File: config.mk
export PLATFORM = sky130hd
export DESIGN_NAME = pcim_bresp_gen
export DESIGN_NICKNAME = d
export VERILOG_FILES = /design/src/source/pcim_pkg.sv /design/src/source/pcim_bresp_gen.sv
export SDC_FILE = /design/constraint.sdc
export NUM_CORES = 1
export LEC_CHECK = 0
export BUFFER_PORTS_ARGS = -buffer_cell sky130_fd_sc_hd__buf_2
export CAP_MARGIN = 20
export CORE_MARGIN = 2
export CORE_UTILIZATION = 30
export CTS_CLUSTER_SIZE = 10
export DETAILED_ROUTE_END_ITERATION = 6
export PLACE_DENSITY = 0.46
export SLEW_MARGIN = 20
export SYNTH_ARGS = -nofsm -noshare
export SYNTH_HDL_FRONTEND = slang
export SYNTH_SLANG_ARGS = --single-unit
export TNS_END_PERCENT = 10
File: constraint.sdc
create_clock -name clk_core -period 5.8 [get_ports clk_core]
set_clock_uncertainty 0.1 [all_clocks]
set_input_delay 1.16 -clock clk_core [delete_from_list [all_inputs] [get_ports clk_core]]
set_output_delay 1.16 -clock clk_core [all_outputs]
set_load 0.01 [all_outputs]
File: src/source/pcim_pkg.sv
// pcim host memory model, shared widths, types and response codes
package pcim_pkg;

   // --------------------------------------------------
   // geometry
   // --------------------------------------------------
   localparam int LINE_BYTES      = 64;
   localparam int DWORDS_PER_LINE = 16;
   localparam int BYTES_PER_DWORD = LINE_BYTES / DWORDS_PER_LINE;
   localparam int LINE_LSB        = $clog2(LINE_BYTES);    // byte offset bits in an address
   localparam int MEM_LINES       = 64;

   // pending commands per direction
   localparam int CMD_DEPTH = 4;
   localparam int CMD_PTR_W = $clog2(CMD_DEPTH);
   localparam int CMD_CNT_W = $clog2(CMD_DEPTH + 1);

   // --------------------------------------------------
   // bus and memory types
   // --------------------------------------------------
   typedef logic [63:0]                    addr_t;
   typedef logic [4:0]                     id_t;
   typedef logic [7:0]                     len_t;    // beats minus one
   typedef logic [LINE_BYTES*8-1:0]        data_t;
   typedef logic [LINE_BYTES-1:0]          strb_t;
   typedef logic [1:0]                     resp_t;
   typedef logic [$clog2(MEM_LINES)-1:0]   line_idx_t;
   typedef logic [DWORDS_PER_LINE-1:0]     dword_flags_t;
   typedef logic [CMD_PTR_W-1:0]           cmd_ptr_t;
   typedef logic [CMD_CNT_W-1:0]           cmd_cnt_t;

   localparam logic [31:0] DEFAULT_DWORD = 32'hFFFF_FFFF;   // never written
   localparam resp_t       RESP_OKAY     = 2'b00;

   // read engine states
   typedef enum logic [1:0] {
      RD_IDLE,
      RD_FETCH,
      RD_BEAT
   } rd_state_t;

endpackage

File: src/source/pcim_bresp_gen.sv
// pcim write response generator, one OKAY on the B channel per finished burst
`timescale 1ns/1ps

module pcim_bresp_gen (
   input  logic               clk_core,
   input  logic               sync_rst_n,
   input  logic               done_i,
   input  pcim_pkg::id_t      done_id_i,
   output pcim_pkg::id_t      bid_o,
   output pcim_pkg::resp_t    bresp_o,
   output logic               bvalid_o,
   input  logic               bready_i,
   output logic               b_accept_o
);
   import pcim_pkg::*;

   id_t      q_id [CMD_DEPTH];   // completions in order
   cmd_ptr_t wr_ptr;
   cmd_ptr_t rd_ptr;
   cmd_cnt_t q_cnt;

   always_ff @(posedge clk_core) begin
      if (done_i) begin
         q_id[wr_ptr] <= done_id_i;
      end
   end

   always_ff @(posedge clk_core or negedge sync_rst_n) begin
      if (!sync_rst_n) begin
         wr_ptr <= '0;
         rd_ptr <= '0;
         q_cnt  <= '0;
      end else begin
         if (done_i) begin
            wr_ptr <= wr_ptr + 1'b1;
         end
         if (b_accept_o) begin
            rd_ptr <= rd_ptr + 1'b1;
         end
         q_cnt <= q_cnt + cmd_cnt_t'(done_i) - cmd_cnt_t'(b_accept_o);
      end
   end

   // --------------------------------------------------
   // B channel
   // --------------------------------------------------
   assign bvalid_o   = (q_cnt != '0);
   assign bid_o      = q_id[rd_ptr];
   assign bresp_o    = RESP_OKAY;
   assign b_accept_o = bvalid_o & bready_i;   // frees an outstanding slot in the intake

   // intake limits outstanding writes, so a full queue never sees a completion
   a_no_push_full: assert property (@(posedge clk_core) disable iff (!sync_rst_n)
      done_i |-> (q_cnt != cmd_cnt_t'(CMD_DEPTH)));

endmodule

# Word-level counts from Yosys, hierarchy flattened
# Memories as Yosys holds them, arrays and structs flattened.
# Index checks and enable logic that the tools add are counted.
# word_totals
mem_count	1
input_bits	9
ff_bits	7
ram_bits	20
output_inout_bits	9
word_cells	12
# memory_table
name	words	width	rd	rd_ports_with_merged_regs	wr	line	text
q_id	4	5	1	0	1	pcim_bresp_gen.sv:17	id_t q_id [CMD_DEPTH];
# classes
mux	2
n_reduce_logical	1
addsub	4
bitwise	1
# ops
operator	n
adder 2 x 1 -> 2 bit, second input constant	2
adder 3 x 1 -> 3 bit	1
nonzero test 3 bit	1
subtractor 3 x 1 -> 3 bit	1
2-to-1 mux 1 bit	2
AND 1 bit	1

# Logic depth before layout (Yosys ltp)
# logic_depth
word_depth	3
mapped_depth	7

# Worst setup path before layout
# No wires, ideal clock.
# synth_timing
path_kind	input to register
start	in bready_i
end	reg q_cnt[2]
path_slack_ns	3.149
path_buffers	0
setup_time_ns	0.123
required_time_ns	5.577
path_stages	7
arrival_time_ns	2.428
path_cell_list	o31a_1 ha_1 inv_1 ha_1 fa_1 xnor2_1 xnor2_1
# synth_between
elab_chain_len	2
# synth_lines
item	line	text
start: declaration	pcim_bresp_gen.sv:12	input logic bready_i,
AND 1 bit	pcim_bresp_gen.sv:50	assign b_accept_o = bvalid_o & bready_i;
subtractor 3 x 1 -> 3 bit	pcim_bresp_gen.sv:40	q_cnt <= q_cnt + cmd_cnt_t'(done_i) - cmd_cnt_t'(b_accept_o);
end signal: assignment	pcim_bresp_gen.sv:40	
end: declaration	pcim_bresp_gen.sv:20	cmd_cnt_t q_cnt;
# Every way passes these cells.
# A chain may end at the register's enable or synchronous reset.

# Worst setup path after layout
# layout_timing
start	reg rd_ptr[0]
end	out bid_o[4]
# layout_between
elab_chain_len	1
# layout_lines
item	line	text
start: declaration	pcim_bresp_gen.sv:19	cmd_ptr_t rd_ptr;
start signal: assignment	pcim_bresp_gen.sv:38	rd_ptr <= rd_ptr + 1'b1;
memory read (4 x 5 bit)	n/a	
end: declaration	pcim_bresp_gen.sv:9	output pcim_pkg::id_t bid_o,
# Every way passes these cells.

==> results.sh <==
export IMPL_outcome="completed"
export IMPL_dp_slack_ps=2960
export IMPL_firstDrtPassIters=4
export IMPL_hold_depth=1
export IMPL_core_um2=3660
export IMPL_htree_levels=1
export IMPL_path_cells="mux4_2 -> buf_2"
export IMPL_vias=533
export IMPL_layout_nets=97
export IMPL_cts_resized_gates=0
export IMPL_fin_cells=128
export IMPL_place_inst=124
export IMPL_drt_iter0_drc=15
export IMPL_fmax_mhz=352
export IMPL_fin_ws_ps=2960
export IMPL_cts_root_buffer="clkbuf_8"
export IMPL_yosysTopAreaCellShare_pct=52.6
export IMPL_drc=0
export IMPL_rsz0062_at_grt="no"
export IMPL_netlist_area_um2=1140
export IMPL_die_w_um=65.7
export IMPL_wl_met3_um=44
export IMPL_start_util_pct=31.2
export IMPL_cp_max_fo=7
export IMPL_worstPathArrival_ps=1580
export IMPL_grt_pass1_vias=575
export IMPL_synth_edf_count=20
export IMPL_dp_hpwl_mm=1.18
export IMPL_yosysTopAreaCell="edfxtp_1"
export IMPL_overflow=0
export IMPL_routed_wl_mm=1.63
export IMPL_grt_usage_pct=8.80
export IMPL_route_met2_wl_um=832
export IMPL_holdBufCountCts=0
export IMPL_via_per_inst=4.16
export IMPL_final_common_cell="edfxtp_1"
export IMPL_dieHeight_um=65.7
export IMPL_cp_end_kind="output pin"
export IMPL_cp_slowest_cell="dfrtp_1"
export IMPL_antenna_cells=0
export IMPL_reg2reg_depth=7
export IMPL_max_cap_violations=0
export IMPL_cts_tree="built"
export IMPL_dieArea_um2=4310
export IMPL_cts_max_path_buffers=2
export IMPL_post_cts_buffers=0
export IMPL_pin_count=18
export IMPL_area_growth_syn_to_layout_pct=13.5
export IMPL_hp_start="wr_ptr[0]$_DFFE_PN0P_"
export IMPL_ir_worst_vdd_mv=0.129
export IMPL_fin_crit_sh_pct=49.0
export IMPL_setup_viol=0
export IMPL_path_class="reg2out"
export IMPL_ys_seq_area_share_pct=68.0
export IMPL_ys_ff_latch=27
export IMPL_worstSetupStartpointType="register"
export IMPL_highest_layer="met4"
export IMPL_rows=22
export IMPL_min_path_type="reg2reg"
export IMPL_portBuffers=15
export IMPL_wl_met1_um=724
export IMPL_reg2reg_from="q_cnt[1]$_DFF_PN0_"
export IMPL_yosysUniqueCellTypes=18
export IMPL_cts_buffers=3
export IMPL_layout_common_cells="edfxtp_1 (20), buf_2 (15), dfrtp_1 (7), inv_1 (6), ha_1 (6)"
export IMPL_worst_endpoint_required_ps=4540
export IMPL_grt_max_degree=15
export IMPL_path_delay_family="flip-flops"
export IMPL_drive_above_1_share_pct=28.7
export IMPL_fillerInstances=358
export IMPL_antenna_left=0
export IMPL_clock_sinks=27
export IMPL_power_density_nw_per_um2=459
export IMPL_yosys_warnings=0
export IMPL_worst_path_stages=2
export IMPL_startpoint="rd_ptr[0]$_DFFE_PN0P_"
export IMPL_setup_tns_ps=0
export IMPL_grt_pass1_wl_mm=2.65
export IMPL_antenna_found_initial=0
export IMPL_wire_per_inst_um=12.7
export IMPL_path_buf_inv=1
export IMPL_cts_clk_slew_worst_paths_ps=80
export IMPL_synth_ff_type="edfxtp_1"
export IMPL_cpPeakStageDelay_ps=610
export IMPL_insertion_delay_ps=260
export IMPL_hold_violations=0
export IMPL_slew_viol_final=0
export IMPL_synthArstFlopShare_pct=25.9
export IMPL_leakagePower_uw=0.000502
export IMPL_gp_congestion=0.686
export IMPL_synth_area_leaders="edfxtp_1 (53%), dfrtp_1 (15%), mux4_2 (9.9%), ha_1 (6.6%), xnor2_1 (2.3%)"
export IMPL_synth_avg_cell_area_um2=17.8
export IMPL_layout_min_cycle_time_ps=2840
export IMPL_syn_inst=64
-- metal layers --
layer | track usage (%) | vias up
met5 | 0 | -
met4 | 5.47 | 0
met3 | 2.05 | 2
met2 | 14.6 | 6
met1 | 10.2 | 269
li1 | - | 256
-- flip-flops by register name, indices dropped and copies added, names as in the netlist --
signal,cells
rd_ptr,2
q_cnt,3
wr_ptr,2
q_id,20
-- kinds of logic (layout without fill, tap and decap cells) --
logic type | count (synthesis) | count (layout) | share of synthesized area (%)
buffers and inverters | 10 | 25 | 4.60
multiplexers | 5 | 5 | 9.87
AO/OA/AOI/OAI | 3 | 3 | 1.97
adder cells (fa/ha/maj) | 7 | 7 | 8.33
flip-flops | 27 | 27 | 68.0
AND/OR/NAND/NOR | 6 | 6 | 3.07
other | 1 | 2 | 0.329
XOR/XNOR | 5 | 5 | 3.84
-- report_power, final --
group / switching [uW] / internal, uW
clock network: 52.5 / 49.0
registers: 46.9 / 264
logic: 83.3 / 99.3
-- stage by stage --
step	area [um2]	power (uW)	hold WS, ps	util [%]
finish	1290	595	450	35.4
global route	1290	646	480	35.4
CTS	1290	609	451	35.4
detailed placement	1250	506	436	34.1
global placement	1250	502	430	34.1
floorplan	1140	453	394	-
-- worst paths after layout --
check / endpoint / slack [ps]
worst min-delay path: wr_ptr[0]$_DFFE_PN0P_ / 450
worst max-delay path: bid_o[4] / 2960
worst max register to register: q_cnt[2]$_DFF_PN0_ / 3700
max in group asynchronous: q_cnt[0]$_DFF_PN0_ / 4820
worst min register to register: wr_ptr[0]$_DFFE_PN0P_ / 450
min in group asynchronous: rd_ptr[1]$_DFFE_PN0P_ / 620
-- Yosys cell counts, drive strengths merged, types with 2 or more instances --
| library cell | count |
|---|---|
| and2 | 4 |
| buf | 3 |
| dfrtp | 7 |
| edfxtp | 20 |
| ha | 6 |
| inv | 6 |
| mux4 | 5 |
| xnor2 | 3 |
| xor2 | 2 |
-- layout make-up --
cell class / count / area [um2] / share of cell area, %
multi-input cells: 28 / 317 / 24.4
repair buffers: 15 / 75.1 / 5.80
flip-flops and latches: 27 / 776 / 59.9
well taps: 48 / 60.1 / 4.64
clock buffers: 4 / 45.0 / 3.48
inverters: 6 / 22.5 / 1.74
Note: power is estimated with default switching activity, not from simulation.
