`config.mk`:
```
export PLATFORM = sky130hd
export DESIGN_NAME = pcim_rd_engine
export DESIGN_NICKNAME = d
export VERILOG_FILES = /design/src/source/pcim_pkg.sv /design/src/source/pcim_rd_engine.sv
export SDC_FILE = /design/constraint.sdc
export NUM_CORES = 1
export LEC_CHECK = 0
export BUFFER_PORTS_ARGS = -buffer_cell sky130_fd_sc_hd__buf_2
export CAP_MARGIN = 15
export CELL_PAD_IN_SITES_DETAIL_PLACEMENT = 0
export CELL_PAD_IN_SITES_GLOBAL_PLACEMENT = 1
export CORE_AREA = 2 2 438 440
export DETAILED_ROUTE_END_ITERATION = 8
export DIE_AREA = 0 0 440 442
export GPL_TIMING_DRIVEN = 0
export PLACE_DENSITY = 0.3
export SETUP_SLACK_MARGIN = 0.3
export SYNTH_ARGS = -nofsm -noshare
export SYNTH_HDL_FRONTEND = slang
export SYNTH_SLANG_ARGS = --single-unit
export TNS_END_PERCENT = 20
```
`constraint.sdc`:
```
create_clock -name clk_core -period 2.9 [get_ports clk_core]
set_clock_uncertainty 0.05 [all_clocks]
set_input_delay 0.435 -clock clk_core [delete_from_list [all_inputs] [get_ports clk_core]]
set_output_delay 0.435 -clock clk_core [all_outputs]
set_load 0.1 [all_outputs]
```
`src/source/pcim_pkg.sv`:
```
// pcim host memory model, shared widths, types and response codes
package pcim_pkg;

   // --------------------------------------------------
   // geometry
   // --------------------------------------------------
   localparam int LINE_BYTES      = 64;
   localparam int DWORDS_PER_LINE = 16;
   localparam int BYTES_PER_DWORD = LINE_BYTES / DWORDS_PER_LINE;
   localparam int LINE_LSB        = $clog2(LINE_BYTES);    // byte offset bits in an address
   localparam int MEM_LINES       = 64;

   // pending commands per direction
   localparam int CMD_DEPTH = 4;
   localparam int CMD_PTR_W = $clog2(CMD_DEPTH);
   localparam int CMD_CNT_W = $clog2(CMD_DEPTH + 1);

   // --------------------------------------------------
   // bus and memory types
   // --------------------------------------------------
   typedef logic [63:0]                    addr_t;
   typedef logic [4:0]                     id_t;
   typedef logic [7:0]                     len_t;    // beats minus one
   typedef logic [LINE_BYTES*8-1:0]        data_t;
   typedef logic [LINE_BYTES-1:0]          strb_t;
   typedef logic [1:0]                     resp_t;
   typedef logic [$clog2(MEM_LINES)-1:0]   line_idx_t;
   typedef logic [DWORDS_PER_LINE-1:0]     dword_flags_t;
   typedef logic [CMD_PTR_W-1:0]           cmd_ptr_t;
   typedef logic [CMD_CNT_W-1:0]           cmd_cnt_t;

   localparam logic [31:0] DEFAULT_DWORD = 32'hFFFF_FFFF;   // never written
   localparam resp_t       RESP_OKAY     = 2'b00;

   // read engine states
   typedef enum logic [1:0] {
      RD_IDLE,
      RD_FETCH,
      RD_BEAT
   } rd_state_t;

endpackage

```
`src/source/pcim_rd_engine.sv`:
```
// pcim read engine, queues AR commands and plays memory lines back as R beats
`timescale 1ns/1ps

module pcim_rd_engine (
   input  logic                  clk_core,
   input  logic                  sync_rst_n,
   input  pcim_pkg::id_t         arid_i,
   input  pcim_pkg::addr_t       araddr_i,
   input  pcim_pkg::len_t        arlen_i,
   input  logic                  arvalid_i,
   output logic                  arready_o,
   output pcim_pkg::id_t         rid_o,
   output pcim_pkg::data_t       rdata_o,
   output pcim_pkg::resp_t       rresp_o,
   output logic                  rlast_o,
   output logic                  rvalid_o,
   input  logic                  rready_i,
   output logic                  mem_re_o,
   output pcim_pkg::line_idx_t   mem_rline_o,
   input  pcim_pkg::data_t       mem_rdata_i
);
   import pcim_pkg::*;

   id_t       cmd_id   [CMD_DEPTH];
   line_idx_t cmd_line [CMD_DEPTH];
   len_t      cmd_len  [CMD_DEPTH];
   cmd_ptr_t  wr_ptr;
   cmd_ptr_t  rd_ptr;
   cmd_cnt_t  cmd_cnt;
   cmd_cnt_t  cmd_cnt_nxt;
   len_t      beat_cnt;
   rd_state_t state;
   logic      ar_fire;
   logic      r_fire;
   logic      last_beat;
   logic      r_done;

   assign ar_fire     = arvalid_i & arready_o;
   assign r_fire      = rvalid_o & rready_i;
   assign last_beat   = (beat_cnt == cmd_len[rd_ptr]);
   assign r_done      = r_fire & last_beat;
   assign cmd_cnt_nxt = cmd_cnt + cmd_cnt_t'(ar_fire) - cmd_cnt_t'(r_done);

   // --------------------------------------------------
   // AR command fifo
   // --------------------------------------------------
   always_ff @(posedge clk_core) begin
      if (ar_fire) begin
         cmd_id[wr_ptr]   <= arid_i;
         cmd_line[wr_ptr] <= line_idx_t'(araddr_i >> LINE_LSB);
         cmd_len[wr_ptr]  <= arlen_i;
      end
   end

   // --------------------------------------------------
   // beat sequencer
   // --------------------------------------------------
   always_ff @(posedge clk_core or negedge sync_rst_n) begin
      if (!sync_rst_n) begin
         wr_ptr    <= '0;
         rd_ptr    <= '0;
         cmd_cnt   <= '0;
         arready_o <= 1'b0;
         beat_cnt  <= '0;
         state     <= RD_IDLE;
      end else begin
         if (ar_fire) begin
            wr_ptr <= wr_ptr + 1'b1;
         end
         if (r_done) begin
            rd_ptr <= rd_ptr + 1'b1;   // command retires after its last beat
         end
         cmd_cnt   <= cmd_cnt_nxt;
         arready_o <= (cmd_cnt_nxt < cmd_cnt_t'(CMD_DEPTH));
         case (state)
            RD_IDLE: begin
               if (cmd_cnt != '0) begin
                  state <= RD_FETCH;
               end
            end
            RD_FETCH: state <= RD_BEAT;   // memory answers next cycle
            RD_BEAT: begin
               if (r_fire) begin
                  if (last_beat) begin
                     beat_cnt <= '0;
                     state    <= RD_IDLE;
                  end else begin
                     beat_cnt <= beat_cnt + 1'b1;
                     state    <= RD_FETCH;
                  end
               end
            end
            default: state <= RD_IDLE;
         endcase
      end
   end

   assign mem_re_o    = (state == RD_FETCH);
   assign mem_rline_o = cmd_line[rd_ptr] + line_idx_t'(beat_cnt);

   // memory output only moves on a fetch, so the beat holds under stalls
   assign rvalid_o = (state == RD_BEAT);
   assign rdata_o  = mem_rdata_i;
   assign rid_o    = cmd_id[rd_ptr];
   assign rresp_o  = RESP_OKAY;
   assign rlast_o  = rvalid_o & last_beat;

   a_r_hold: assert property (@(posedge clk_core) disable iff (!sync_rst_n)
      (rvalid_o && !rready_i) |=> (rvalid_o && $stable(rdata_o)));

endmodule

```
* Yosys cells after proc, flatten, opt, wreduce, memory -nomap -nowiden
Memory sizes are Yosys's and may differ from the RTL's.
Index checks and enable logic that the tools add are counted.
** Cells by class
- $add $sub $neg :: 6
- $lt $le $gt $ge :: 1
- Equal/unequal tests :: 5
- Multiplexer cells :: 7
- Bitwise logic cells :: 4
- Reductions and logical operators :: 4
** Operator list (count)
- 8-bit by 1-bit adder with 8-bit output (second input constant) :: 1
- 8-bit equality test :: 1
- 8-bit two-way mux :: 1
- 6-bit adder :: 1
- 2-bit one-hot mux with 3 select lines :: 1
- 2-bit by 1-bit adder with 2-bit output (second input constant) :: 2
- 1-bit AND :: 4
- 2-bit two-way mux :: 2
- 2-bit AND reduction :: 2
- 3-bit by 1-bit adder with 3-bit output :: 1
- 3-bit < comparator (second input constant) :: 1
- 1-bit two-way mux :: 3
- 3-bit nonzero test :: 1
- 3-bit by 1-bit subtractor with 3-bit output :: 1
- 2-bit by 1-bit equality test with 1-bit output (second input constant) :: 1
- 2-bit equality test (second input constant) :: 1
- 2-bit zero test :: 1
- 2-bit by 1-bit != test with 1-bit output (second input constant) :: 1
- 2-bit != test (second input constant) :: 1
** Storage, ports and cells
- Register bits after elaboration :: 18
- Memory bits (writable) :: 76
- Bits of input ports :: 593
- Output and inout port bits :: 529
- Logic and storage cells :: 36
- Memories :: 3
** Memory list
- cmd_len :: depth 4, width 8, rd ports 1, clocked after Yosys merged registers in 0, wr ports 1, line pcim_rd_engine.sv:26 : len_t cmd_len [CMD_DEPTH];
- cmd_line :: depth 4, width 6, rd ports 1, clocked after Yosys merged registers in 0, wr ports 1, line pcim_rd_engine.sv:25 : line_idx_t cmd_line [CMD_DEPTH];
- cmd_id :: depth 4, width 5, rd ports 1, clocked after Yosys merged registers in 0, wr ports 1, line pcim_rd_engine.sv:24 : id_t cmd_id [CMD_DEPTH];

* Depth between registers and ports, before layout
- Depth after elaboration :: 5
- Mapped depth :: 13
- Gate-level depth less buffers :: 12

* Worst setup path before layout
No wires, ideal clock.
- Kind :: register to output
- Start :: reg rd_ptr[0]
- End :: out mem_rline_o[5]
- Arrival time :: 3923 ps
- Required time :: 2415 ps
- Slack :: -1508 ps
- Stages on the path, launching flop included :: 10
- Buffers on the path :: 2
- Cells stage by stage :: dfrtp_1 -> buf_6 -> buf_1 -> mux4_2 -> ha_1 -> a21o_1 -> a21oi_1 -> o21bai_1 -> a21oi_1 -> xnor2_1
** On the way
- Word-level cells in the longest chain between the ends :: 2
** RTL lines
- start: declaration :: line pcim_rd_engine.sv:28 : cmd_ptr_t rd_ptr;
- start signal: assignment :: line pcim_rd_engine.sv:71 : rd_ptr <= rd_ptr + 1'b1;
- memory read 4 x 6 bit
- 6-bit adder :: line pcim_rd_engine.sv:99 : assign mem_rline_o = cmd_line[rd_ptr] + line_idx_t'(beat_cnt);
- end: declaration :: line pcim_rd_engine.sv:19 : output pcim_pkg::line_idx_t mem_rline_o,
No other way between the ends.

* Worst setup path after layout
Same ends and word-level chain as after synthesis.

==> metrics.md <==
| Metric | Value |
|---|---|
| Status | finished with violations |
| Failing checks | negative hold slack, negative setup slack |
| Top delay family on crit path | compound AO/OA/AOI/OAI gates |
| Syn Area/Cell | 10.6 sq um |
| # IOs | 1122 |
| Non-Filler Instances | 3835 |
| Clock Tree Root | clkbuf_16 |
| Netlist cell types | 34 |
| Area of the multi-input gates | 1320 sq um |
| Hold-fix buffers, CTS | 0 |
| Layout cell share with drive strength beyond 1 | 87.3% |
| Peak Freq | 0.305 GHz |
| Met2 wire length | 44900 microns |
| 1st-iter DRT viols | 400 |
| Psw | 5.53 mW |
| LEAKAGE | 6.40 nW |
| Worst reg2reg startpoint | rd_ptr[0] |
| Placeable Area | 190000 sq um |
| RD Place Congestion | 0.947 |
| Antenna-violating nets left | 0 |
| Reg2reg setup slack | -0.28 ns |
| VDD IR max | 0.320 mV |
| Final-stage net count | 1920 |
| Crit path capture | mem_rline_o[5] |
| Final Hold Viols | 18 |
| FP Rows | 160 |
| Via density | 1.87 |
| TritonCTS buffer count | 9 |
| Worst-path clk slew | 0.07 ns |
| Sequential share of the synthesized area | 35.2% |
| Worst Setup Start Kind | flip-flop |
| Horiz. Die Dim | 440 microns |
| Worst rel slew slack | 47.3% |
| Critical Path Sink Type | primary output |
| H-tree depth | 3 |
| WL/cell | 22.5 microns |
| Fillers | 22193 |
| Maximum clock path buffer count | 2 |
| TritonRoute pass-1 iters | 4 |
| Buf/Inv on CP | 3 |
| Slowest cell delay on critical path | 0.55 ns |
| Pint | 3.93 mW |
| Pin slew with the least headroom to its limit | 0.791 ns |
| Largest net degree at the start of global routing | 19 |
| Worst hold-check path type | input port to asynchronous set/reset pin |
| Pre-CTS WS | -1.25 ns |
| Remaining Overflow, GRT | 0 |
| M1 WL | 30600 microns |
| Seq pwr share | 20.0% |
| Area growth syn-to-layout | 87.5% |
| TritonCTS clock tree | yes |
| Worst Setup Path Type | flip-flop to primary output |
| Total wire length | 86300 microns |
| Critical Path Start | rd_ptr[0] |
| CP dominant cell by count | buf_12 |
| Setup ws final | -0.383 ns |
| DP Area | 13800 sq um |
| Slowest CP cell | mux4_2 |
| Top Layer Used | met5 |
| GRT Total Usage | 8.33% |
| #FFs+latches synth | 94 |
| Number of max-cap violations | 0 |
| Vias | 7176 |
| HPWL Detailed | 81200 microns |
| Number of buffers added on ports | 549 |
| Critical path depth | 10 |
| Initial Utilization | 4.10% |
| Critical path fanouts, max | 5 |
| # DRC | 0 |
| Vias in the first global route | 7190 |
| Fin. max-slew vios | 0 |
| Sw frac | 58.4% |
| Combinational share of power | 67.2% |
| Post-Syn Area | 7760 sq um |
| Met3 Wirelength | 7900 microns |
| Final period util | 113% |
| Clock period minus worst slack | 3.28 ns |
| Clk network pwr share | 12.7% |
| WP data required | 2.41 ns |
| Pwr per Cell Area | 650 nW/um^2 |
| Wire length of the first global-routing pass | 100000 microns |
| Synth Instances | 730 |
| CTS Sinks | 94 |
| Final Cell Area | 14600 sq um |
| Inst Count DP | 3795 |
| Worst R2R Path Depth | 15 |
| CP arrival | 2.80 ns |
| Crit path cell chain | buf_12 > buf_12 > mux4_2 > ha_4 > a21o_1 > a21oi_4 > o21bai_1 > a21oi_2 > xnor2_4 > buf_12 |
| Initial antenna violation count | 83 |
| Die height | 442 microns |
| Reg2reg end | cmd_cnt[2] |
| Core Util, Final | 7.68% |
| WHS | -0.0114 ns |
| Final number of setup-violating endpoints | 9 |
| Syn. warnings | 0 |
| Unrepaired setup endpoints after global routing | true |
| Clk_lat worst skew | 0.35 ns |
| Storage cell area | 2730 sq um |
| Die ar. | 194000 sq um |
## power by group through the flow
| stage | clock network, mW | logic (mW) | registers [mW] |
|---|---|---|---|
| after global placement | 0 | 6.04 | 1.93 |
| final | 1.21 | 6.36 | 1.90 |
| after CTS | 1.26 | 6.47 | 1.90 |
| after detailed placement | 0 | 6.07 | 1.92 |
| after floorplan | 0 | 4.85 | 1.90 |
| after global routing | 1.31 | 6.60 | 1.94 |
## sequential cells by signal, indices dropped and copies added, names as in the netlist
| register | cells |
|---|---|
| arready_o | 1 |
| cmd_cnt | 3 |
| rd_ptr | 2 |
| wr_ptr | 2 |
| state | 2 |
| cmd_line | 24 |
| beat_cnt | 8 |
| cmd_len | 32 |
| cmd_id | 20 |
## routing by layer
layer  up-vias  global-route usage [%]
met5         -                       0
met4         8                    1.79
met3       161                    2.91
met2       578                    15.6
met1      3406                    8.81
li1       3023                       -
## cells in the final DEF, fill, tap and decap left out, types with 7 or more instances in the layout
cell,count
nand2_1,8
buf_12,8
ha_1,8
buf_2,541
mux4_2,19
clkbuf_16,10
buf_4,527
edfxtp_1,76
inv_1,7
dfrtp_1,17
## synthesized netlist by cell type
cell | number | area, sq um
buf_4 | 514 | 3860
edfxtp_1 | 76 | 2280
mux4_2 | 19 | 428
dfrtp_1 | 18 | 450
xnor2_1 | 15 | 131
ha_1 | 12 | 150
inv_1 | 8 | 30.0
nand2_1 | 8 | 30.0
nor2_1 | 8 | 30.0
xor2_1 | 7 | 61.3
o21ai_0 | 5 | 25.0
a21oi_1 | 4 | 20.0
and3_1 | 4 | 25.0
nand3_1 | 4 | 20.0
clkbuf_1 | 3 | 11.3
nor2b_1 | 3 | 18.8
a21o_1 | 2 | 15.0
and2_1 | 2 | 12.5
fa_1 | 2 | 40.0
nor3_1 | 2 | 10.0
a211oi_1 | 1 | 7.51
buf_1 | 1 | 3.75
buf_6 | 1 | 11.3
conb_1 | 1 | 3.75
mux2_2 | 1 | 11.3
nand3b_1 | 1 | 7.51
nand4_1 | 1 | 6.26
nand4_2 | 1 | 12.5
nor3_4 | 1 | 16.3
nor3b_1 | 1 | 7.51
nor4_1 | 1 | 6.26
o21bai_1 | 1 | 7.51
o22ai_1 | 1 | 6.26
or3_1 | 1 | 6.26
## cell families (layout without fill, tap and decap cells)
| family | after synthesis | in the layout | share of synthesized area, % |
|---|---|---|---|
| buf+inv | 527 | 1114 | 50.4 |
| xor+xnor | 22 | 22 | 2.48 |
| fa+ha+maj | 14 | 14 | 2.45 |
| simple gates | 38 | 38 | 2.69 |
| mux | 20 | 20 | 5.66 |
| other cells | 1 | 8 | 0.0483 |
| compound gates | 14 | 14 | 1.05 |
| flops | 94 | 94 | 35.2 |
## how the worst min path moves through the flow
stage	startpoint	to	slack [ns]	cells after the start
2_1_floorplan	sync_rst_n	arready_o	0.09	0
3_3_place_gp	sync_rst_n	wr_ptr[0]	0.38	1
3_5_place_dp	sync_rst_n	wr_ptr[1]	0.38	1
4_1_cts	sync_rst_n	beat_cnt[7]	0.0002	1
5_1_grt	sync_rst_n	cmd_cnt[2]	0.02	1
6_report	sync_rst_n	arready_o	-0.01	1
## timing repair
action | 4_1_cts | 5_1_grt
pin swaps | 17 | 11
buffers inserted | 15 | 2
cloned | 1 | 0
resized for setup | 55 | 7
endpoints found under the setup margin | 23 | 11
## layout make-up
cell class / count / share of cell area (%)
Antenna cell: 6 / 0.103
Buffer: 519 / 27.1
Clock buffer: 9 / 1.55
Clock inverter: 7 / 0.507
Inverter: 8 / 0.206
Multi-Input combinational cell: 110 / 9.06
Sequential cell: 94 / 18.8
Tap cell: 2511 / 21.6
Timing Repair Buffer: 571 / 21.2
## stage by stage
step	hold slack (ns)	TNS [ns]	power [mW]
2_1_floorplan	0.0894	-0.920	6.76
4_1_cts	0.000243	-2.36	9.64
3_3_place_gp	0.385	-8.36	7.97
5_1_grt	0.0151	-2.99	9.85
3_5_place_dp	0.382	-8.70	7.98
6_report	-0.0114	-1.93	9.47
Note: power is estimated with default switching activity, not from simulation.
