## src/source/pcim_pkg.sv

```systemverilog
// pcim host memory model, shared widths, types and response codes
package pcim_pkg;

   // --------------------------------------------------
   // geometry
   // --------------------------------------------------
   localparam int LINE_BYTES      = 64;
   localparam int DWORDS_PER_LINE = 16;
   localparam int BYTES_PER_DWORD = LINE_BYTES / DWORDS_PER_LINE;
   localparam int LINE_LSB        = $clog2(LINE_BYTES);    // byte offset bits in an address
   localparam int MEM_LINES       = 64;

   // pending commands per direction
   localparam int CMD_DEPTH = 4;
   localparam int CMD_PTR_W = $clog2(CMD_DEPTH);
   localparam int CMD_CNT_W = $clog2(CMD_DEPTH + 1);

   // --------------------------------------------------
   // bus and memory types
   // --------------------------------------------------
   typedef logic [63:0]                    addr_t;
   typedef logic [4:0]                     id_t;
   typedef logic [7:0]                     len_t;    // beats minus one
   typedef logic [LINE_BYTES*8-1:0]        data_t;
   typedef logic [LINE_BYTES-1:0]          strb_t;
   typedef logic [1:0]                     resp_t;
   typedef logic [$clog2(MEM_LINES)-1:0]   line_idx_t;
   typedef logic [DWORDS_PER_LINE-1:0]     dword_flags_t;
   typedef logic [CMD_PTR_W-1:0]           cmd_ptr_t;
   typedef logic [CMD_CNT_W-1:0]           cmd_cnt_t;

   localparam logic [31:0] DEFAULT_DWORD = 32'hFFFF_FFFF;   // never written
   localparam resp_t       RESP_OKAY     = 2'b00;

   // read engine states
   typedef enum logic [1:0] {
      RD_IDLE,
      RD_FETCH,
      RD_BEAT
   } rd_state_t;

endpackage

```

## src/source/pcim_wr_intake.sv

```systemverilog
// pcim write intake, queues AW commands and turns W beats into memory line writes
`timescale 1ns/1ps

module pcim_wr_intake (
   input  logic                  clk_core,
   input  logic                  sync_rst_n,
   input  pcim_pkg::id_t         awid_i,
   input  pcim_pkg::addr_t       awaddr_i,
   input  pcim_pkg::len_t        awlen_i,
   input  logic                  awvalid_i,
   output logic                  awready_o,
   input  pcim_pkg::data_t       wdata_i,
   input  pcim_pkg::strb_t       wstrb_i,
   input  logic                  wlast_i,
   input  logic                  wvalid_i,
   output logic                  wready_o,
   input  logic                  b_accept_i,
   output logic                  mem_we_o,
   output pcim_pkg::line_idx_t   mem_wline_o,
   output pcim_pkg::data_t       mem_wdata_o,
   output pcim_pkg::strb_t       mem_wstrb_o,
   output logic                  done_o,
   output pcim_pkg::id_t         done_id_o
);
   import pcim_pkg::*;

   id_t       cmd_id   [CMD_DEPTH];
   line_idx_t cmd_line [CMD_DEPTH];
   len_t      cmd_len  [CMD_DEPTH];
   cmd_ptr_t  wr_ptr;
   cmd_ptr_t  rd_ptr;
   cmd_cnt_t  cmd_cnt;       // commands still owed W beats
   cmd_cnt_t  out_cnt;       // writes between AW and B
   cmd_cnt_t  out_cnt_nxt;
   len_t      beat_cnt;
   logic      aw_fire;
   logic      w_fire;
   logic      w_done;

   assign aw_fire     = awvalid_i & awready_o;
   assign w_fire      = wvalid_i & wready_o;
   assign w_done      = w_fire & wlast_i;
   assign out_cnt_nxt = out_cnt + cmd_cnt_t'(aw_fire) - cmd_cnt_t'(b_accept_i);

   // --------------------------------------------------
   // AW command fifo
   // --------------------------------------------------
   always_ff @(posedge clk_core) begin
      if (aw_fire) begin
         cmd_id[wr_ptr]   <= awid_i;
         cmd_line[wr_ptr] <= line_idx_t'(awaddr_i >> LINE_LSB);   // offset bits dropped
         cmd_len[wr_ptr]  <= awlen_i;
      end
   end

   always_ff @(posedge clk_core or negedge sync_rst_n) begin
      if (!sync_rst_n) begin
         wr_ptr    <= '0;
         rd_ptr    <= '0;
         cmd_cnt   <= '0;
         out_cnt   <= '0;
         awready_o <= 1'b0;
         beat_cnt  <= '0;
         done_o    <= 1'b0;
      end else begin
         if (aw_fire) begin
            wr_ptr <= wr_ptr + 1'b1;
         end
         if (w_done) begin
            rd_ptr <= rd_ptr + 1'b1;
         end
         cmd_cnt   <= cmd_cnt + cmd_cnt_t'(aw_fire) - cmd_cnt_t'(w_done);
         out_cnt   <= out_cnt_nxt;
         awready_o <= (out_cnt_nxt < cmd_cnt_t'(CMD_DEPTH));
         if (w_done) begin
            beat_cnt <= '0;
         end else if (w_fire) begin
            beat_cnt <= beat_cnt + 1'b1;
         end
         done_o <= w_done;   // completion one cycle after wlast
      end
   end

   always_ff @(posedge clk_core) begin
      if (w_done) begin
         done_id_o <= cmd_id[rd_ptr];
      end
   end

   // --------------------------------------------------
   // W beats to line writes
   // --------------------------------------------------
   assign wready_o    = (cmd_cnt != '0);
   assign mem_we_o    = w_fire;
   assign mem_wline_o = cmd_line[rd_ptr] + line_idx_t'(beat_cnt);   // wraps mod 64
   assign mem_wdata_o = wdata_i;
   assign mem_wstrb_o = wstrb_i;

   // wlast must line up with the burst length taken on AW
   a_wlast_on_len: assert property (@(posedge clk_core) disable iff (!sync_rst_n)
      w_fire |-> (wlast_i == (beat_cnt == cmd_len[rd_ptr])));

endmodule

```

## config.mk

```make
export PLATFORM = sky130hd
export DESIGN_NAME = pcim_wr_intake
export DESIGN_NICKNAME = d
export VERILOG_FILES = /design/src/source/pcim_pkg.sv /design/src/source/pcim_wr_intake.sv
export SDC_FILE = /design/constraint.sdc
export NUM_CORES = 1
export LEC_CHECK = 0
export ABC_AREA = 1
export BUFFER_PORTS_ARGS = -buffer_cell sky130_fd_sc_hd__clkbuf_2
export CORE_AREA = 2 2 489 491
export DETAILED_ROUTE_END_ITERATION = 12
export DIE_AREA = 0 0 491 493
export PLACE_DENSITY = 0.3
export SETUP_SLACK_MARGIN = 0.4
export SYNTH_ARGS = -nofsm -noshare
export SYNTH_HDL_FRONTEND = slang
export SYNTH_SLANG_ARGS = --single-unit
```

## constraint.sdc

```tcl
create_clock -name clk_core -period 2.1 [get_ports clk_core]
set_input_delay 0.21 -clock clk_core [delete_from_list [all_inputs] [get_ports clk_core]]
set_output_delay 0.21 -clock clk_core [all_outputs]
set_load 0.1 [all_outputs]
```

## Word-level counts from Yosys, hierarchy flattened

Memories as Yosys holds them, arrays and structs flattened. A register that Yosys moved wholly into a read port is not among the register bits.
Index checks and enable logic that the tools add are counted.

| operators by class | value |
|---|---|
| reductions and logical operators | 2 |
| multipliers | 0 |
| bitwise logic cells | 3 |
| add/subtract/negate cells | 8 |
| shift-type cells | 0 |
| equality and inequality tests | 0 |
| muxes and demuxes | 4 |
| div/mod/pow operators | 0 |
| $lt $le $gt $ge | 1 |

Operators by type and width:

| operator | number |
|---|---|
| $mux 8 | 2 |
| $add 8x1->8 const B | 1 |
| $add 3x1->3 | 2 |
| $add 6x6->6 | 1 |
| $sub 3x1->3 | 2 |
| $add 2x1->2 const B | 2 |
| $and 1x1->1 | 3 |
| $lt 3x3->1 const B | 1 |
| $reduce_bool 3->1 | 1 |
| $mux 1 | 2 |
| $reduce_bool 2->1 | 1 |

| word-level totals | value |
|---|---|
| bits in registers | 20 |
| latch bits | 0 |
| logic and storage cells | 27 |
| output and inout port bits | 591 |
| input port bits | 659 |
| bits in read-only memories | 0 |
| memory bits (writable) | 44 |
| memories | 2 |

Memory list:

| name | words | width | rd ports | clocked after memory_dff | wr ports | RTL line | RTL |
|---|---|---|---|---|---|---|---|
| cmd_line | 4 | 6 | 1 | 0 | 1 | pcim_wr_intake.sv:28 | `line_idx_t cmd_line [CMD_DEPTH];` |
| cmd_id | 4 | 5 | 1 | 1 | 1 | pcim_wr_intake.sv:27 | `id_t cmd_id [CMD_DEPTH];` |

## Logic depth before layout (Yosys ltp)

Gate-level depths: netlist of run 1.

| depth | value |
|---|---|
| word-level depth | 4 |
| gate-level depth with buffers | 13 |
| mapped depth without buffers | 11 |

## Worst setup path after synthesis of run 1

Ideal clock, no wire load.

| timing path | value |
|---|---|
| path type | reg-to-output |
| from | register rd_ptr[0] |
| to | output port mem_wline_o[4] |
| arrival | 3.217 ns |
| data required time | 1.890 ns |
| cell stages (with the launch flop) | 11 |
| buffers on the path | 2 |
| setup slack | -1.327 ns |
| cells stage by stage | dfrtp_1 > buf_6 > inv_2 > buf_2 > nor2_1 > o22ai_1 > ha_1 > inv_1 > fa_1 > o21ai_0 > xor2_1 |

| between the ends | value |
|---|---|
| cells in the longest elaborated chain, start to end | 2 |

Ends and longest elaborated chain:

| element | RTL line | RTL |
|---|---|---|
| from (decl) | pcim_wr_intake.sv:31 | `cmd_ptr_t rd_ptr;` |
| from (signal assigned) | pcim_wr_intake.sv:70 | `rd_ptr <= rd_ptr + 1'b1;` |
| $mem_v2 4x6 | -- |  |
| $add 6x6->6 | pcim_wr_intake.sv:95 | `assign mem_wline_o = cmd_line[rd_ptr] + line_idx_t'(beat_cnt);` |
| to (decl) | pcim_wr_intake.sv:19 | `output pcim_pkg::line_idx_t mem_wline_o,` |

Every way passes these cells.

## Worst setup path after layout of run 1

Same ends and word-level chain as after synthesis.

==> results of run 1 <==
==> kinds of logic (layout without fill, tap and decap cells) <==
group                      Yosys count  in the layout  synth area share [%]
adders and majority gates           16             16                  3.05
buffers and inverters              610            137                  61.4
and+or+nand+nor                     79             79                  4.67
other                                0              1                     0
AOI/OAI and AO/OA                   43             43                  3.31
xor gates and xnor gates            10             10                  1.20
DFF                                 67             67                  26.4
==> area by class of cell <==
| type | instances | area, um2 |
|---|---|---|
| Inverter | 26 | 109 |
| Clock buffer | 9 | 225 |
| Fill cell | 28300 | 229000 |
| Clock inverter | 7 | 77.6 |
| Multi-Input combinational cell | 148 | 1210 |
| Tap cell | 3167 | 3960 |
| Antenna cell | 1 | 2.50 |
| Timing Repair Buffer | 95 | 838 |
| Sequential cell | 67 | 1930 |
==> final timing paths <==
| path | to | depth (start not counted) | slack [ns] | startpoint |
|---|---|---|---|---|
| setup / recovery | mem_wline_o[4] | 11 | -0.58 | rd_ptr[0] |
| hold / removal | cmd_id[0][4] | 1 | 0.1 | awid_i[4] |
| setup reg to reg | cmd_cnt[2] | 11 | 0.23 | cmd_cnt[2] |
| hold reg to reg | awready_o | 1 | 0.46 | out_cnt[2] |
| max in group asynchronous | awready_o | 2 | 1.31 | sync_rst_n |
| min in group asynchronous | awready_o | 2 | 0.38 | sync_rst_n |
==> critical path, stage by stage, from the launching register on <==
cell     delay [ns]
dfrtp_2        0.45
inv_4          0.10
buf_6          0.11
nand2_2        0.05
a32oi_2        0.20
buf_4          0.16
inv_2          0.03
fa_2           0.36
o21ai_4        0.19
xor2_4         0.18
buf_12         0.13
buf_16         0.16
==> power by group through the flow <==
stage	Sequential, uW	Clock [uW]	Combinational, uW
6_report	1970	1580	6560
4_1_cts	1980	1640	6270
3_3_place_gp	2000	0	5730
3_5_place_dp	2000	0	5720
2_1_floorplan	2170	0	8260
5_1_grt	2010	1700	7000
==> metal layers <==
metal | GRT usage [%] | vias up | part of all wire [%] | wire [um]
met5 | 2.78 | - | 0.66 | 1010
met4 | 2.25 | 32 | 2.0 | 3100
met3 | 22.1 | 181 | 38 | 58900
met2 | 21.0 | 1165 | 49 | 75600
met1 | 3.60 | 1323 | 10 | 15900
li1 | - | 1058 | - | -
==> through the flow <==
stage          worst slack, ns  hold WS (ns)  util [%]  total power, uW  instance area (um2)
6_report                -0.584        0.0985      3.53            10100                 8360
5_1_grt                 -0.701        0.0913      3.53            10700                 8350
4_1_cts                 -0.695        0.0865      3.43             9890                 8130
3_5_place_dp            -0.420         0.232      3.19             7720                 7550
3_3_place_gp            -0.401         0.236      3.19             7730                 7550
2_1_floorplan           -0.419       -0.0856         -            10400                 7450
==> state kept, by name, summed over array words and instances, names as in the netlist <==
signal     flops
cmd_id        20
wr_ptr         2
cmd_cnt        3
rd_ptr         2
done_id_o      5
cmd_line      24
out_cnt        3
awready_o      1
beat_cnt       6
done_o         1
==> timing repair <==
action,in CTS,in global routing
gates resized for setup,39,33
hold endpoints to repair,18,0
setup endpoints to repair,11,11
pin swaps,30,20
buffers inserted,16,12
hold buffers,1,0
==> layout by cell type, fill, tap and decap left out, types with 2 or more instances in the layout <==
cell        n
o22ai_2     2
clkinv_4    3
edfxtp_1   49
o22ai_1     6
clkbuf_16   9
buf_12      7
nand3_1    10
fa_2        3
buf_4      48
nand2_4     4
clkbuf_2   23
xor2_1      5
buf_6      14
dfrtp_1    15
inv_2       5
nand4_1     2
ha_1        6
nand3_2     3
nor2_1     27
clkinv_2    2
nand2_1    17
xnor2_4     2
nor2_2      3
o21ai_2     6
buf_16      2
a21oi_2     3
o21ai_0    13
inv_1      18
o21ai_1     6
a21oi_1     2
nand2_2     8
dfrtp_2     2
ha_4        5
ha_2        2
nor2_4      2
==> flow_metrics.env, run 1 <==
export IMPL_final_nets=1022
export IMPL_ys_flop_type="edfxtp_1"
export IMPL_worstPathRequired_ns=1.89
export IMPL_min_period_over_period_pct=128
export IMPL_yosys_area_top_type_share_pct=59.3
export IMPL_clock_skew_ns=0.00363
export IMPL_timing_final_crit_period_ns=2.68
export IMPL_combPwrFrac_pct=64.9
export IMPL_hp_class="primary input to flop"
export IMPL_drt_first_pass_iters=4
export IMPL_grt_first_pass_wirelength_um=164000
export IMPL_fin_tns_setup_ns=-2.51
export IMPL_violations="setup timing"
export IMPL_power_density_nw_per_um2=1210
export IMPL_synth_fp_nets=1500
export IMPL_synth_area_um2=7290
export IMPL_slew_violations=0
export IMPL_clock_fmax_mhz=373
export IMPL_drt_iter0_drc=264
export IMPL_clkTransAtPathRegs_ns=0.06
export IMPL_drt_antenna_violating_nets=0
export IMPL_grt_pass1_vias=3581
export IMPL_port_buffers=31
export IMPL_async_flop_share_pct=26.9
export IMPL_grt_antenna_before_repair=12
export IMPL_grt_usage_pct=12.2
export IMPL_ys_warn_count=0
export IMPL_h_tree_depth=3
export IMPL_vias=3759
export IMPL_ios=1250
export IMPL_yosysMostFrequentCell="buf_4"
export IMPL_p_sw_uw=4670
export IMPL_hold_violations=0
export IMPL_cts_tree="yes"
export IMPL_via_per_inst=1.07
export IMPL_synth_cell_type_count=29
export IMPL_peakVddDrop_v=0.000989
export IMPL_setup_viol=5
export IMPL_drc=0
export IMPL_endpoint_kind="primary output"
export IMPL_placed_cells=3474
export IMPL_dieHeight_um=493
export IMPL_wire_per_inst_um=43.9
export IMPL_critPathLaunchType="flop"
export IMPL_totalWireLength_um=154000
export IMPL_tightest_slew_ns=0.589
export IMPL_clk_path_buf_depth=2
export IMPL_seqPwrFrac_pct=19.5
export IMPL_syn2layout_area_growth_pct=14.6
export IMPL_core_area_um2=237000
export IMPL_synth_common_cells="buf_4, edfxtp_1, nor2_1"
export IMPL_avgSynthCellArea_um2=8.84
export IMPL_fin_cells=3520
export IMPL_cts_buffers=9
export IMPL_die_w_um=491
export IMPL_die_area_um2=242000
export IMPL_worst_slack_ns=-0.584
export IMPL_p_int_uw=5440
export IMPL_ys_seq_area_share_pct=26.4
export IMPL_yosysTopAreaCell="buf_4"
export IMPL_start_util_pct=3.08
export IMPL_grt_max_degree=19
export IMPL_synth_area_leaders="buf_4, edfxtp_1, dfrtp_1"
export IMPL_clkPwrFrac_pct=15.7
export IMPL_cp_max_fo=6
export IMPL_dpl_hpwl_um=147000
export IMPL_netlist_instances=825
export IMPL_cts_root_buf="clkbuf_16"
export IMPL_timing_slew_headroom_pct=60.9
export IMPL_rows=179
export IMPL_status="finished, violations left"
export IMPL_worstSetupPathType="flop to primary output"
export IMPL_rsz0062_at_grt="yes"
export IMPL_synth_edff_count=49
export IMPL_gp_congestion=0.709
export IMPL_cp_data_arrival_time_ns=2.47
export IMPL_drv_cap=0
export IMPL_drive_above_1_share_pct=49.1
export IMPL_synth_seq_cells=67
export IMPL_insertion_delay_ns=0.34
export IMPL_leakagePower_uw=0.00188
export IMPL_netSwitchingFraction_pct=46.2
export IMPL_clock_sink_count=67
export IMPL_overflow=0
(Power assumes the default switching activity.)
==> run 2: changes to the inputs <==
--- a/config.mk
+++ b/config.mk
@@ -5,11 +5,10 @@
 export SDC_FILE = /design/constraint.sdc
 export NUM_CORES = 1
 export LEC_CHECK = 0
-export ABC_AREA = 1
 export BUFFER_PORTS_ARGS = -buffer_cell sky130_fd_sc_hd__clkbuf_2
-export CORE_AREA = 2 2 489 491
+export CORE_AREA = 2 2 480 482
 export DETAILED_ROUTE_END_ITERATION = 12
-export DIE_AREA = 0 0 491 493
+export DIE_AREA = 0 0 482 484
 export PLACE_DENSITY = 0.3
 export SETUP_SLACK_MARGIN = 0.4
 export SYNTH_ARGS = -nofsm -noshare
==> run 2 against run 1 <==
The run still ends with setup timing left. Critical path depth down 3. Clock power grew 14%. Hold slack got worse by 0.0093 ns. First-iteration DRC count down 22%. Power is 11% lower. Flip-flop and latch count is the same. Via count decreased by 12%. Critical endpoint is now mem_wline_o[5]. Highest routed layer unchanged.
==> flow_metrics.env, run 2 <==
export IMPL_port_buffers=31
export IMPL_cp_startpoint="rd_ptr[0]"
export IMPL_worst_slack_ns=-0.735
export IMPL_drt_antenna_violating_nets=0
export IMPL_synth_edff_count=49
export IMPL_totalWireLength_um=165000
export IMPL_holdWs_ns=0.0892
export IMPL_final_common_cell="edfxtp_1"
export IMPL_via_per_inst=1.01
export IMPL_ys_flop_type="edfxtp_1"
export IMPL_hold_violations=0
export IMPL_grt_first_pass_wirelength_um=173000
export IMPL_rsz0062_at_grt="yes"
export IMPL_hp_class="primary input to flop"
export IMPL_clock_skew_ns=0.0101
export IMPL_clock_sink_count=67
export IMPL_synth_common_cells="buf_4, edfxtp_1, dfrtp_1"
export IMPL_h_tree_depth=3
export IMPL_critPathLaunchType="flop"
export IMPL_cp_max_fo=4
export IMPL_synth_cell_type_count=30
export IMPL_synth_seq_cells=67
export IMPL_vias=3316
export IMPL_yosysTopAreaCell="buf_4"
export IMPL_report_power_total_uw=9000
export IMPL_wire_per_inst_um=50.2
export IMPL_netlist_instances=741
export IMPL_worstSetupPathType="flop to primary output"
export IMPL_drc=0
export IMPL_syn2layout_area_growth_pct=10.0
export IMPL_num_fill_cells=27200
export IMPL_max_stage_delay_ns=0.53
export IMPL_drive_above_1_share_pct=54.4
export IMPL_min_period_over_period_pct=135
export IMPL_insertion_delay_ns=0.35
export IMPL_status="finished, violations left"
export IMPL_reg_largest_list="cmd_line x24, cmd_id x20, beat_cnt x6"
export IMPL_cts_root_buf="clkbuf_16"
export IMPL_drt_iter0_drc=207
export IMPL_slew_violations=0
export IMPL_yosysMostFrequentCell="buf_4"
export IMPL_start_util_pct=3.13
export IMPL_peakVddDrop_v=0.000875
export IMPL_clkTransAtPathRegs_ns=0.06
export IMPL_setup_viol=5
export IMPL_synth_fp_nets=1416
export IMPL_grt_max_degree=19
export IMPL_drv_cap=0
export IMPL_worstPathRequired_ns=1.89
export IMPL_dpl_hpwl_um=159000
export IMPL_final_util_pct=3.45
export IMPL_clk_path_buf_depth=2
export IMPL_timing_rr_start="cmd_cnt[1]"
export IMPL_die_w_um=482
export IMPL_regMostFlops="cmd_line"
export IMPL_endpoint_kind="primary output"
export IMPL_gp_congestion=0.726
export IMPL_dieHeight_um=484
export IMPL_cts_buffers=9
export IMPL_synth_area_um2=7160
export IMPL_async_flop_share_pct=26.9
export IMPL_grt_usage_pct=13.6
export IMPL_final_cell_mix="edfxtp_1, buf_4, clkbuf_2"
export IMPL_cts_tree="yes"
export IMPL_ys_seq_area_share_pct=26.8
export IMPL_overflow=0
export IMPL_synth_area_leaders="buf_4, edfxtp_1, dfrtp_1"
export IMPL_grt_antenna_before_repair=2
export IMPL_timing_slew_headroom_pct=61.4
export IMPL_crit_chain="buf_6, mux4_2, ha_4, a21oi_2, nor2b_2, a311oi_4, xnor2_4, buf_12"
export IMPL_avgSynthCellArea_um2=9.67
export IMPL_power_density_nw_per_um2=1140
export IMPL_rows=176
export IMPL_grt_pass1_vias=3379
export IMPL_timing_final_crit_period_ns=2.84
export IMPL_drt_first_pass_iters=4
export IMPL_cp_data_arrival_time_ns=2.63
export IMPL_core_area_um2=229000
export IMPL_final_nets=920
export IMPL_largest_register_ffs=24
export IMPL_tightest_slew_ns=0.582
export IMPL_clock_fmax_mhz=353
export IMPL_hp_start="awid_i[0]"
export IMPL_ys_warn_count=0
export IMPL_ios=1250
export IMPL_leakagePower_uw=0.00169
export IMPL_violations="setup timing"
export IMPL_slowest_stage="mux4_2"
export IMPL_die_area_um2=233000
export IMPL_yosys_area_top_type_share_pct=60.5
-- run 2: repair_timing --
item,in CTS,in global routing
setup endpoints to repair,13,12
hold buffers,1,0
buffers inserted,10,3
hold endpoints to repair,18,0
pin swaps,17,3
gates resized for setup,18,10
-- run 2: final cells by class --
cell class	count	area, um2	area share (%)
antenna	1	2.50	0.0318
clock buffer	9	225	2.86
clock inverter	7	115	1.46
inverter	15	73.8	0.937
multi-input combinational	81	1120	14.2
sequential	67	1930	24.5
tap	3026	3790	48.0
timing repair buffer	71	628	7.97
-- run 2: per-layer routing --
metal / track usage, % / up-vias / routed length [um]
met5: 1.55 / - / 365
met2: 23.9 / 1152 / 81600
met4: 3.34 / 8 / 4650
met3: 25.0 / 163 / 64700
met1: 3.05 / 1219 / 13200
li1: - / 774 / -
-- run 2: power by group --
| part | total (uW) | internal (uW) | leakage [uW] | switching [uW] |
|---|---|---|---|---|
| combinational | 5200 | 2160 | 0.000857 | 3050 |
| clock | 1800 | 1160 | 0.000163 | 639 |
| sequential | 1990 | 1770 | 0.000665 | 227 |
| total | 9000 | 5080 | 0.00169 | 3910 |
-- run 2: worst paths after layout --
kind,end,slack [ns],depth (start not counted)
min,cmd_id[1][0],0.09,1
min in group asynchronous,out_cnt[2],0.37,2
max in group asynchronous,awready_o,1.32,2
max reg2reg,cmd_cnt[2],0.11,8
min reg2reg,out_cnt[2],0.46,1
max,mem_wline_o[5],-0.74,8
-- run 2: logic make-up after synthesis --
family	after synthesis	synth area share, %
buffers and inverters	593	61.3
DFF	67	26.8
and+or+nand+nor	24	1.69
adders and majority gates	16	3.11
AOI/OAI and AO/OA	14	1.38
xor gates and xnor gates	14	1.82
muxes	13	3.83
-- run 2: worst max-delay path, delay by kind of cell (launching register included) --
kind                     cells  cell delay (ns)
adder cells (fa/ha/maj)      1             0.27
AND/OR/NAND/NOR              1             0.06
flip-flops                   1             0.42
XOR/XNOR                     1             0.21
AO/OA/AOI/OAI                2             0.42
buffers and inverters        2             0.36
multiplexers                 1             0.53
-- run 2: stage by stage --
stage,TNS [ns],instances,cell area (um2),worst slack [ns]
floorplan,-1.87,741,7410,-0.506
global placement,-1.80,3246,7300,-0.570
detailed placement,-1.86,3246,7300,-0.572
CTS,-3.42,3273,7820,-0.791
global route,-3.56,3276,7880,-0.830
finish,-3.08,3277,7880,-0.735
==> run 3: changes to the inputs <==
--- a/config.mk
+++ b/config.mk
@@ -7,6 +7,7 @@
 export LEC_CHECK = 0
 export BUFFER_PORTS_ARGS = -buffer_cell sky130_fd_sc_hd__clkbuf_2
 export CORE_AREA = 2 2 480 482
+export CTS_BUF_LIST = sky130_fd_sc_hd__clkbuf_4
 export DETAILED_ROUTE_END_ITERATION = 12
 export DIE_AREA = 0 0 482 484
 export PLACE_DENSITY = 0.3
==> run 3 against run 2 <==
The run still ends with setup timing left. First-iteration DRC count rose by 3.4%. Final area fell by 0.17%. Clock-buffer cell count did not move. Utilization barely moved. Flip-flop and latch count did not move. Non-clock buffer count rose by 13. Maximum frequency fell by 4.4%. Die area did not move. Wire length barely moved. Power fell by 6.1%. Via count rose by 1.5%. Critical endpoint unchanged.
==> flow_metrics.env, run 3 (same netlist as run 2, synthesis figures left out) <==
export IMPL_dpl_hpwl_um=159000
export IMPL_drc=0
export IMPL_leakagePower_uw=0.00168
export IMPL_rsz0062_at_grt="yes"
export IMPL_wire_per_inst_um=50.0
export IMPL_drt_first_pass_iters=6
export IMPL_rows=176
export IMPL_die_area_um2=233000
export IMPL_reg_largest_list="cmd_line x24, cmd_id x20, beat_cnt x6"
export IMPL_reg2reg_depth=8
export IMPL_holdWs_ns=0.0921
export IMPL_final_common_cell="edfxtp_1"
export IMPL_clkTransAtPathRegs_ns=0.13
export IMPL_ff_latch_area_um2=1930
export IMPL_drive_above_1_share_pct=52.1
export IMPL_setup_viol=6
export IMPL_min_period_over_period_pct=141
export IMPL_pre_cts_ws_ns=-0.572
export IMPL_drt_antenna_violating_nets=0
export IMPL_dieHeight_um=484
export IMPL_timing_slew_headroom_pct=61.4
export IMPL_clock_sink_count=67
export IMPL_clock_fmax_mhz=337
export IMPL_vias=3365
export IMPL_cts_tree="yes"
export IMPL_cp_max_fo=4
export IMPL_critPathLaunchType="flop"
export IMPL_overflow=0
export IMPL_slew_violations=0
export IMPL_timing_rr_start="cmd_cnt[1]"
export IMPL_status="finished, violations left"
export IMPL_r2r_end="cmd_cnt[2]"
export IMPL_endpoint_kind="primary output"
export IMPL_fin_cells=3290
export IMPL_core_area_um2=229000
export IMPL_peakVddDrop_v=0.000888
export IMPL_timing_final_crit_period_ns=2.97
export IMPL_totalWireLength_um=165000
export IMPL_h_tree_depth=3
export IMPL_regMostFlops="cmd_line"
export IMPL_drv_cap=0
export IMPL_final_nets=933
export IMPL_worstSetupPathType="flop to primary output"
export IMPL_via_per_inst=1.02
export IMPL_syn2layout_area_growth_pct=9.85
export IMPL_start_util_pct=3.13
export IMPL_grt_max_degree=19
export IMPL_grt_antenna_before_repair=3
export IMPL_power_density_nw_per_um2=1070
export IMPL_die_w_um=482
export IMPL_regToRegSetupSlack_ns=0.10
export IMPL_grt_first_pass_wirelength_um=173000
export IMPL_worstPathRequired_ns=1.89
export IMPL_clock_skew_ns=0.0208
export IMPL_violations="setup timing"
export IMPL_placed_cells=3246
export IMPL_cp_startpoint="rd_ptr[0]"
export IMPL_cts_buffers=9
export IMPL_gp_congestion=0.726
export IMPL_drt_iter0_drc=214
export IMPL_worst_slack_ns=-0.866
export IMPL_multi_input_area_um2=1120
export IMPL_tightest_slew_ns=0.581
export IMPL_crit_path_end="mem_wline_o[5]"
export IMPL_grt_usage_pct=13.6
export IMPL_final_cell_mix="edfxtp_1, buf_4, clkbuf_2"
export IMPL_clk_path_buf_depth=2
export IMPL_insertion_delay_ns=0.46
export IMPL_num_fill_cells=27200
export IMPL_hold_violations=0
export IMPL_largest_register_ffs=24
export IMPL_cp_data_arrival_time_ns=2.76
export IMPL_final_util_pct=3.44
export IMPL_grt_pass1_vias=3458
export IMPL_hp_class="primary input to flop"
export IMPL_ios=1250
export IMPL_port_buffers=31
export IMPL_cts_root_buf="clkbuf_4"
run 3: changes by cell type in the layout (fill, tap and decap cells not counted), sizes merged:
| cell | delta |
|---|---|
| dlygate4sd3 | +11 |
| buf | +2 |
run 3: worst min-delay path by stage:
stage	from	endpoint	depth (start not counted)
floorplan	sync_rst_n	beat_cnt[0]	0
global placement	sync_rst_n	awready_o	1
detailed placement	sync_rst_n	done_o	1
CTS	wlast_i	beat_cnt[5]	2
global route	wlast_i	beat_cnt[5]	2
finish	wlast_i	beat_cnt[5]	2
run 3: area by class of cell:
| type | count | area share, % |
|---|---|---|
| flip-flops and latches | 67 | 24.5 |
| diodes | 1 | 0.0318 |
| repair buffers | 84 | 9.83 |
| clock buffers | 9 | 0.859 |
| multi-input cells | 81 | 14.3 |
| clock inverters | 7 | 1.46 |
| well taps | 3026 | 48.1 |
| inverters | 15 | 0.938 |
run 3: stage by stage:
step                      TNS, ns  total power [uW]  cell area, um2
after global placement      -1.80              6910            7300
final                       -3.85              8440            7870
after floorplan             -1.87             10400            7410
after detailed placement    -1.86              6980            7300
after CTS                   -4.42              8520            7800
after global routing        -4.56              8840            7870
run 3: timing repair:
item | in CTS | in global routing
endpoints found under the setup margin | 13 | 12
pin swaps | 15 | 5
hold buffers | 12 | 0
endpoints found under the hold margin | 62 | 0
buffers inserted | 10 | 5
resized for setup | 20 | 8
run 3: critical path: stages, from the launching register on:
cell	delay [ns]
dfrtp_2	0.44
buf_6	0.14
mux4_2	0.53
ha_4	0.27
a21oi_2	0.13
nor2b_2	0.06
a311oi_4	0.29
xnor2_4	0.21
buf_12	0.22
run 3: power breakdown:
part           total, uW  switching [uW]  internal, uW  leakage [uW]
combinational       5310            3100          2210      0.000920
clock               1150             549           600     0.0000940
sequential          1980             219          1760      0.000666
run 3: routing by layer:
layer | wire, um | up-vias | part of all wire, % | global-route usage (%)
li1 | - | 801 | - | -
met1 | 13100 | 1214 | 8.0 | 3.04
met2 | 81500 | 1161 | 50 | 23.8
met3 | 64600 | 177 | 39 | 24.9
met4 | 4760 | 12 | 2.9 | 3.44
met5 | 588 | - | 0.36 | 2.20
